==> config.mk <==
export PLATFORM = sky130hd
export DESIGN_NAME = llc_hit_miss
export DESIGN_NICKNAME = d
export VERILOG_FILES = /design/src/verilog/llc_pkg.sv /design/src/verilog/llc_hit_miss.sv /design/src/verilog/llc_lock_table.sv /design/src/verilog/llc_tag_store.sv
export SDC_FILE = /design/constraint.sdc
export NUM_CORES = 1
export LEC_CHECK = 0
export BUFFER_PORTS_ARGS = -buffer_cell sky130_fd_sc_hd__buf_2
export CORE_ASPECT_RATIO = 1.25
export CORE_MARGIN = 3
export CORE_UTILIZATION = 33
export DETAILED_ROUTE_END_ITERATION = 7
export PLACE_DENSITY = 0.58
export SLEW_MARGIN = 5
export SYNTH_ARGS = -nofsm -noshare
export SYNTH_HDL_FRONTEND = slang
export SYNTH_SLANG_ARGS = --single-unit
==> constraint.sdc <==
create_clock -name clk_i -period 9.4 [get_ports clk_i]
set_input_delay 0.94 -clock clk_i [delete_from_list [all_inputs] [get_ports clk_i]]
set_output_delay 0.94 -clock clk_i [all_outputs]
set_load 0.02 [all_outputs]
==> src/verilog/llc_pkg.sv <==
package llc_pkg;

  //////////////////////////////
  // cache geometry
  //////////////////////////////

  // descriptor address width
  localparam int unsigned ADDR_W     = 16;
  // byte offset inside one cache line
  localparam int unsigned OFFSET_W   = 4;
  // set index bits, sit right above the offset
  localparam int unsigned INDEX_W    = 4;
  // tag bits, top of the address
  localparam int unsigned TAG_W      = 8;
  // one set per index value
  localparam int unsigned NUM_SETS   = 16;
  // two-way set associative
  localparam int unsigned NUM_WAYS   = 2;
  // number of lines that can be locked downstream at once
  localparam int unsigned LOCK_DEPTH = 4;
  // transaction id width
  localparam int unsigned ID_W       = 4;

  //////////////////////////////
  // field types
  //////////////////////////////

  // full descriptor address, split as {tag, index, offset}
  typedef logic [ADDR_W-1:0]   addr_t;

  // set index
  typedef logic [INDEX_W-1:0]  index_t;

  // stored tag
  typedef logic [TAG_W-1:0]    tag_t;

  // one-hot way indicator
  typedef logic [NUM_WAYS-1:0] way_t;

  // transaction id carried through unchanged
  typedef logic [ID_W-1:0]     id_t;

endpackage

==> src/verilog/llc_hit_miss.sv <==
module llc_hit_miss (
  input  logic            clk_i,
  input  logic            rst_n_i,
  input  llc_pkg::addr_t  desc_addr_i,
  input  logic            desc_rw_i,
  input  llc_pkg::id_t    desc_id_i,
  input  logic            desc_valid_i,
  output logic            desc_ready_o,
  output llc_pkg::addr_t  out_addr_o,
  output logic            out_rw_o,
  output llc_pkg::id_t    out_id_o,
  output llc_pkg::way_t   out_way_o,
  output logic            out_evict_o,
  output llc_pkg::tag_t   out_evict_tag_o,
  output logic            hit_valid_o,
  input  logic            hit_ready_i,
  output logic            miss_valid_o,
  input  logic            miss_ready_i,
  input  llc_pkg::index_t unlock_index_i,
  input  llc_pkg::way_t   unlock_way_i,
  input  logic            unlock_valid_i,
  output logic            init_done_o
);
  import llc_pkg::*;

  // control state
  // busy spans acceptance to transfer, held spans result capture to transfer
  logic   busy_q;
  logic   held_q;
  logic   out_hit_q;

  // handshakes
  logic   desc_fire;
  logic   out_fire;

  // tag store request and result
  index_t req_index;
  tag_t   req_tag;
  logic   res_valid;
  way_t   res_way;
  logic   res_hit;
  logic   res_evict;
  tag_t   res_evict_tag;

  // lock table
  index_t out_index;
  logic   locked;
  logic   lock_full;
  logic   stall;

  //////////////////////////////
  // input side
  //////////////////////////////

  // one descriptor in flight, nothing enters before the clear sweep ends
  assign desc_ready_o = init_done_o & ~busy_q;
  assign desc_fire    = desc_valid_i & desc_ready_o;

  // address split {tag, index, offset}
  assign req_index = desc_addr_i[OFFSET_W +: INDEX_W];
  assign req_tag   = desc_addr_i[OFFSET_W + INDEX_W +: TAG_W];

  llc_tag_store u_tag_store (
    .clk_i           ( clk_i         ),
    .rst_n_i         ( rst_n_i       ),
    .req_valid_i     ( desc_fire     ),
    .req_index_i     ( req_index     ),
    .req_tag_i       ( req_tag       ),
    .req_dirty_i     ( desc_rw_i     ),
    .res_valid_o     ( res_valid     ),
    .res_way_o       ( res_way       ),
    .res_hit_o       ( res_hit       ),
    .res_evict_o     ( res_evict     ),
    .res_evict_tag_o ( res_evict_tag ),
    .init_done_o     ( init_done_o   )
  );

  //////////////////////////////
  // output side
  //////////////////////////////

  // hold off while the line is in use downstream or no lock slot is free
  assign out_index = out_addr_o[OFFSET_W +: INDEX_W];
  assign stall     = locked | lock_full;

  assign hit_valid_o  = held_q & ~stall &  out_hit_q;
  assign miss_valid_o = held_q & ~stall & ~out_hit_q;
  assign out_fire     = (hit_valid_o & hit_ready_i) | (miss_valid_o & miss_ready_i);

  // every transfer locks its line in the same edge
  llc_lock_table u_lock_table (
    .clk_i          ( clk_i          ),
    .rst_n_i        ( rst_n_i        ),
    .lock_valid_i   ( out_fire       ),
    .lock_index_i   ( out_index      ),
    .lock_way_i     ( out_way_o      ),
    .unlock_valid_i ( unlock_valid_i ),
    .unlock_index_i ( unlock_index_i ),
    .unlock_way_i   ( unlock_way_i   ),
    .query_index_i  ( out_index      ),
    .query_way_i    ( out_way_o      ),
    .locked_o       ( locked         ),
    .full_o         ( lock_full      )
  );

  // accept and transfer never fall in the same cycle, busy guards that
  always_ff @(posedge clk_i) begin
    if (!rst_n_i) begin
      busy_q <= 1'b0;
      held_q <= 1'b0;
    end else begin
      if (desc_fire) begin
        busy_q <= 1'b1;
      end else if (out_fire) begin
        busy_q <= 1'b0;
      end
      // store answers exactly one cycle after the request
      if (res_valid) begin
        held_q <= 1'b1;
      end else if (out_fire) begin
        held_q <= 1'b0;
      end
    end
  end

  // descriptor fields and lookup result, all stay put until the transfer
  // reset keeps the outputs low
  always_ff @(posedge clk_i) begin
    if (!rst_n_i) begin
      out_addr_o      <= '0;
      out_rw_o        <= 1'b0;
      out_id_o        <= '0;
      out_way_o       <= '0;
      out_hit_q       <= 1'b0;
      out_evict_o     <= 1'b0;
      out_evict_tag_o <= '0;
    end else begin
      if (desc_fire) begin
        out_addr_o <= desc_addr_i;
        out_rw_o   <= desc_rw_i;
        out_id_o   <= desc_id_i;
      end
      if (res_valid) begin
        out_way_o       <= res_way;
        out_hit_q       <= res_hit;
        out_evict_o     <= res_evict;
        out_evict_tag_o <= res_evict_tag;
      end
    end
  end

endmodule

==> src/verilog/llc_lock_table.sv <==
module llc_lock_table (
  input  logic            clk_i,
  input  logic            rst_n_i,
  input  logic            lock_valid_i,
  input  llc_pkg::index_t lock_index_i,
  input  llc_pkg::way_t   lock_way_i,
  input  logic            unlock_valid_i,
  input  llc_pkg::index_t unlock_index_i,
  input  llc_pkg::way_t   unlock_way_i,
  input  llc_pkg::index_t query_index_i,
  input  llc_pkg::way_t   query_way_i,
  output logic            locked_o,
  output logic            full_o
);
  import llc_pkg::*;

  // entry storage
  logic [LOCK_DEPTH-1:0] ent_valid_q;
  index_t                ent_index_q [LOCK_DEPTH];
  way_t                  ent_way_q   [LOCK_DEPTH];

  // one-hot pick of the lowest free entry
  logic [LOCK_DEPTH-1:0] free_sel;
  // entries hit by the unlock or by the query
  logic [LOCK_DEPTH-1:0] unlock_match;
  logic [LOCK_DEPTH-1:0] query_match;

  //////////////////////////////
  // entry matching
  //////////////////////////////

  always_comb begin
    logic found;
    found    = 1'b0;
    free_sel = '0;
    for (int i = 0; i < LOCK_DEPTH; i++) begin
      if (!ent_valid_q[i] && !found) begin
        free_sel[i] = 1'b1;
        found       = 1'b1;
      end
    end
  end

  // both compares look at the same (index, way) pair of each entry
  always_comb begin
    for (int i = 0; i < LOCK_DEPTH; i++) begin
      unlock_match[i] = ent_valid_q[i] && (ent_index_q[i] == unlock_index_i) &&
                        (ent_way_q[i] == unlock_way_i);
      query_match[i]  = ent_valid_q[i] && (ent_index_q[i] == query_index_i) &&
                        (ent_way_q[i] == query_way_i);
    end
  end

  assign locked_o = |query_match;
  assign full_o   = &ent_valid_q;

  //////////////////////////////
  // table update
  //////////////////////////////

  // insert only hits a free slot and unlock only a used one, so no overlap
  always_ff @(posedge clk_i) begin
    if (!rst_n_i) begin
      ent_valid_q <= '0;
    end else begin
      for (int i = 0; i < LOCK_DEPTH; i++) begin
        if (lock_valid_i && free_sel[i]) begin
          ent_valid_q[i] <= 1'b1;
        end else if (unlock_valid_i && unlock_match[i]) begin
          ent_valid_q[i] <= 1'b0;
        end
      end
    end
  end

  // line address of each entry
  always_ff @(posedge clk_i) begin
    for (int i = 0; i < LOCK_DEPTH; i++) begin
      if (lock_valid_i && free_sel[i]) begin
        ent_index_q[i] <= lock_index_i;
        ent_way_q[i]   <= lock_way_i;
      end
    end
  end

endmodule

==> src/verilog/llc_tag_store.sv <==
module llc_tag_store (
  input  logic            clk_i,
  input  logic            rst_n_i,
  input  logic            req_valid_i,
  input  llc_pkg::index_t req_index_i,
  input  llc_pkg::tag_t   req_tag_i,
  input  logic            req_dirty_i,
  output logic            res_valid_o,
  output llc_pkg::way_t   res_way_o,
  output logic            res_hit_o,
  output logic            res_evict_o,
  output llc_pkg::tag_t   res_evict_tag_o,
  output logic            init_done_o
);
  import llc_pkg::*;

  // per set state, kept in flops
  logic [NUM_WAYS-1:0] valid_q [NUM_SETS];
  logic [NUM_WAYS-1:0] dirty_q [NUM_SETS];
  tag_t                tag_q   [NUM_SETS][NUM_WAYS];
  // one-hot round-robin victim pointer per set
  way_t                rr_q    [NUM_SETS];

  // clear sweep after reset
  index_t init_cnt_q;
  logic   init_done_q;

  // lookup results, combinational on the request
  way_t   hit_way;
  logic   lookup_hit;
  way_t   victim_way;
  logic   victim_valid;
  logic   victim_dirty;
  tag_t   victim_tag;

  //////////////////////////////
  // init sweep
  //////////////////////////////

  // walk through all sets once, one per cycle
  always_ff @(posedge clk_i) begin
    if (!rst_n_i) begin
      init_cnt_q  <= '0;
      init_done_q <= 1'b0;
    end else if (!init_done_q) begin
      init_cnt_q <= init_cnt_q + index_t'(1);
      // last set cleared this edge
      if (init_cnt_q == index_t'(NUM_SETS - 1)) begin
        init_done_q <= 1'b1;
      end
    end
  end

  assign init_done_o = init_done_q;

  //////////////////////////////
  // lookup
  //////////////////////////////

  // compare the tag against every valid way of the set
  always_comb begin
    hit_way = '0;
    for (int w = 0; w < NUM_WAYS; w++) begin
      hit_way[w] = valid_q[req_index_i][w] && (tag_q[req_index_i][w] == req_tag_i);
    end
  end

  assign lookup_hit = |hit_way;
  assign victim_way = rr_q[req_index_i];

  // state of the line the pointer selects
  always_comb begin
    victim_valid = 1'b0;
    victim_dirty = 1'b0;
    victim_tag   = '0;
    for (int w = 0; w < NUM_WAYS; w++) begin
      if (victim_way[w]) begin
        victim_valid = valid_q[req_index_i][w];
        victim_dirty = dirty_q[req_index_i][w];
        victim_tag   = tag_q[req_index_i][w];
      end
    end
  end

  // array update, either the clear sweep or the lookup write-back
  always_ff @(posedge clk_i) begin
    if (!init_done_q) begin
      valid_q[init_cnt_q] <= '0;
      dirty_q[init_cnt_q] <= '0;
      rr_q[init_cnt_q]    <= way_t'(1);
      for (int w = 0; w < NUM_WAYS; w++) begin
        tag_q[init_cnt_q][w] <= '0;
      end
    end else if (req_valid_i) begin
      if (lookup_hit) begin
        // a write marks the hit line dirty, a read leaves it
        dirty_q[req_index_i] <= dirty_q[req_index_i] | (hit_way & {NUM_WAYS{req_dirty_i}});
      end else begin
        // allocate the victim way with the new tag
        valid_q[req_index_i] <= valid_q[req_index_i] | victim_way;
        if (req_dirty_i) begin
          dirty_q[req_index_i] <= dirty_q[req_index_i] | victim_way;
        end else begin
          dirty_q[req_index_i] <= dirty_q[req_index_i] & ~victim_way;
        end
        for (int w = 0; w < NUM_WAYS; w++) begin
          if (victim_way[w]) begin
            tag_q[req_index_i][w] <= req_tag_i;
          end
        end
        // rotate the one-hot pointer
        rr_q[req_index_i] <= {victim_way[NUM_WAYS-2:0], victim_way[NUM_WAYS-1]};
      end
    end
  end

  //////////////////////////////
  // result register
  //////////////////////////////

  always_ff @(posedge clk_i) begin
    if (!rst_n_i) begin
      res_valid_o <= 1'b0;
    end else begin
      res_valid_o <= req_valid_i;
    end
  end

  // payload only follows a request
  always_ff @(posedge clk_i) begin
    if (req_valid_i) begin
      res_way_o       <= lookup_hit ? hit_way : victim_way;
      res_hit_o       <= lookup_hit;
      res_evict_o     <= ~lookup_hit & victim_valid & victim_dirty;
      res_evict_tag_o <= lookup_hit ? tag_t'(0) : victim_tag;
    end
  end

endmodule
==> reports/summary.md <==
Setup repair after global routing left no endpoint under its margin. After synthesis, the mean cell area works out to 17.0 sq um. Leaving out fill and tap cells, the most frequent cells in the layout are edfxtp_1 (388), nand2_1 (76), mux4_2 (72).

STA puts the critical path data required time at 9560 ps. In the finished design, the share of the clock period the worst path needs comes to 56.3%. The clock arrives with 18.8 ps of skew. Setup violations remaining at the end of the flow were counted as 0. Traced cell by cell, the critical path runs through buf_4 > buf_4 > mux4_2 > a22o_1 > o21a_1 > o2111ai_2 > a2111oi_4 > a2bb2oi_4 > buf_4 > nand3_2 > a21oi_1. The final setup TNS is 0 ps. The number of synthesized register bits came out at 433. The flow ran to the end, and the final reports show no timing, DRC or antenna violations.

Setup slack closes at 4110 ps. The logs give 69 for the top-level I/O count and 96 for the total number of placement rows. Element type at the critical path start: an input port.

The number of post-CTS setup repair buffers was 0; the overall die height was 270 microns. Dividing the detail-routed wire length by the instance count gives 23.2 microns. The transition time at the pin with the least slew margin works out to 1260 ps. The run gives 0.139 mV as the worst vdd rail ir drop.

The run gives 33.5% as the starting utilization of the core area. Timing analysis after detailed placement gives a worst setup slack of 3470 ps. Across the run, the number of max-cap violations was 0. The synthesized netlist net count is 1121, and the post-synthesis async set-or-reset flop share is 0%.

The number of placed instances, taps included is 1843. The most used flip-flop cell after synthesis is edfxtp_1. The maximum net fanout on the critical path is 49, and the number of synthesized flops with an enable pin is 388. Summing all multi-input logic gate instances after layout gives 5410 sq um.

The total number of vias is 10000, and the DRC marker count from the first detailed-route iteration is 1077. The number of hold violations in the final report is 0. After floorplanning, the core was sized to cover 55000 sq um. The number of antenna diodes in the final layout is 0. For the number of max-slew violations in the final report, the log shows 0. The combined buffer and inverter count along the critical path was 3; the gate count of the mapped netlist was 1087.

Clock period minus worst slack: 5290 ps. On the critical path the largest part of the delay comes from compound AO/OA/AOI/OAI gates. The tools report the total wire length as 44.7 mm. TritonCTS built the clock tree. The count of synthesis-stage warnings from yosys is 0, and the distinct cell type count of the synthesized netlist is 65. Of the cells placed in the final design, the portion with a size suffix greater than 1 is 20.9%. The run gives 68.1% as the sequential fraction of the synthesis area. The leakage power total came out at 6.60 nW.

Measured along the x axis, the die boundary spans 217 microns. The detailed-route DRC error count was 0; the endpoint arrival time on the critical path was 5460 ps. Global routing finished with a remaining overflow of 0. For the iteration count of the initial detailed-routing pass, the log shows 8.

The tools report the sum of net half-perimeters after detailed placement as 30.0 mm. Among all stages on the critical path, the largest delay is contributed by a21oi_1. For the initial antenna violation count, the log shows 0. The number of CTS-inserted buffers is 43. In this run the deepest clock path goes through 3 buffers.

For the cts-stage hold buffer count, the log shows 0. The largest single stage delay on the critical path is 1030 ps. The total of buffers placed on input and output ports is 68, and the die area is 58700 sq um.

Leaving out fill and tap cells, the most frequent cell in the layout is edfxtp_1. For the clock insertion delay at the later pin of the skew report, the log shows 560 ps. Power spread over the standard cell area amounts to 194 nW/um^2. The last weighted congestion value of the routability-driven placer came out at 0.879.

The cell sitting at the root of the clock tree is a clkbuf_16. The type of the worst min-delay path was reg -> reg. After clock tree synthesis, the clock-pin slew on the worst setup and hold paths is 60 ps.

The worst max-slew margin expressed relative to the limit was 15.9%; the aggregate global-route resource usage was 15.0%. The filler cell count is 5143, and the area added between synthesis and finish is 12.7%. The net count of the finished layout is 1187.

The number of gates resized after CTS was 0. The critical path is of the in -> reg type. Across the whole layout, storage elements account for 12600 sq um. The number of global-route vias before repair was 10200. The tools report the highest clock rate as 189 MHz. The worst setup path is captured at a register. Entering global routing, the biggest net connects 61 pins. The first global-routing pass estimated 66.7 mm of wire. The cell that appears most often on the critical path is buf_4. Once detail routing completed, the nets flagged for antenna violations numbered 0. Counting every sink on the clock net gives 433.

The mean number of vias per cell is 5.22, and the CTS H-tree depth is 2. For the combined area of all synthesized cells, the log shows 18400 sq um. The non-filler instance count after layout came out at 1921.
## power breakdown
group | switching [mW] | internal (mW) | total [mW]
clock | 0.706 | 0.948 | 1.65
sequential | 0.0100 | 2.11 | 2.12
combinational | 0.152 | 0.0930 | 0.245
## synthesized netlist by cell type, types with 7 or more instances
cell type	instances	share of area, %
a21boi_0	24	0.98
buf_6	10	0.61
dfxtp_1	45	4.9
a31oi_4	7	0.81
nand3_1	25	0.68
inv_1	13	0.26
a22oi_1	18	0.73
a21oi_1	51	1.4
edfxtp_1	388	63
mux2i_1	41	2.2
nor2b_1	25	0.85
o21ai_0	8	0.22
mux4_2	72	8.8
xor2_1	25	1.2
nand2_1	76	1.5
o21ai_2	7	0.33
and2_1	8	0.27
buf_4	12	0.49
clkbuf_1	25	0.51
nor2_1	47	0.96
xnor2_1	36	1.7
and3_1	14	0.48
mux4_1	18	2.6
## flip-flops by register name (all words and copies together), names as in the netlist, 2 cells and up
name / cells
u_lock_table.ent_index_q: 16
u_tag_store.dirty_q: 32
u_tag_store.tag_q: 256
u_tag_store.init_cnt_q: 4
out_evict_tag_o: 8
u_tag_store.valid_q: 32
u_lock_table.ent_way_q: 8
u_tag_store.res_evict_tag_o: 8
u_lock_table.ent_valid_q: 4
u_tag_store.rr_q: 32
out_addr_o: 16
u_tag_store.res_way_o: 2
out_id_o: 4
out_way_o: 2
## stage by stage
step / hold slack, ps / instance area [sq um] / total power, mW / util [%]
3_5_place_dp: 458 / 19400 / 2.40 / 35.3
3_3_place_gp: 450 / 19400 / 2.40 / 35.3
2_1_floorplan: 462 / 18400 / 2.33 / -
6_report: 463 / 20800 / 4.02 / 37.7
4_1_cts: 466 / 20800 / 4.05 / 37.7
5_1_grt: 491 / 20800 / 4.14 / 37.7
## worst reg2reg max path, stage by stage (launching register included)
cell and delay, ps:
edfxtp_1 420, mux4_2 510, mux4_2 540, xnor2_1 170
nor3b_2 200, a2bb2oi_4 130, buf_4 420, nand3_2 300
a21oi_1 1030
## cell type report
type                       instances  area share, %
multi-input combinational        578           26.1
sequential                       433           60.5
timing repair buffer              84           2.25
clock inverter                    22          0.826
clock buffer                      56           5.72
tap                              735           4.43
inverter                          13          0.235
## metal layers
metal / track usage, % / vias to the layer above / wire, microns
li1: - / 4414 / -
met1: 19.3 / 5136 / 18200
met2: 26.2 / 368 / 22900
met3: 2.06 / 101 / 2180
met4: 5.07 / 0 / 1360
met5: 0 / - / 0
## logic make-up after synthesis
logic type | after synthesis | synth area share [%]
AO/OA/AOI/OAI | 158 | 6.74
flip-flops | 433 | 68.1
adder cells (fa/ha/maj) | 1 | 0.0679
multiplexers | 132 | 13.7
buffers and inverters | 76 | 2.56
AND/OR/NAND/NOR | 226 | 5.96
XOR/XNOR | 61 | 2.90
## worst paths after layout
kind | end | slack (ps) | startpoint | depth (start not counted)
worst min-delay path | out_id_o[1] | 460 | out_id_o[1] | 2
worst max-delay path | u_tag_store.tag_q[13][9] | 4110 | desc_addr_i[5] | 11
worst min register to register | out_id_o[1] | 460 | out_id_o[1] | 2
worst max register to register | u_tag_store.tag_q[13][9] | 5280 | u_tag_store.tag_q[12][11] | 8
(Power assumes the default switching activity.)
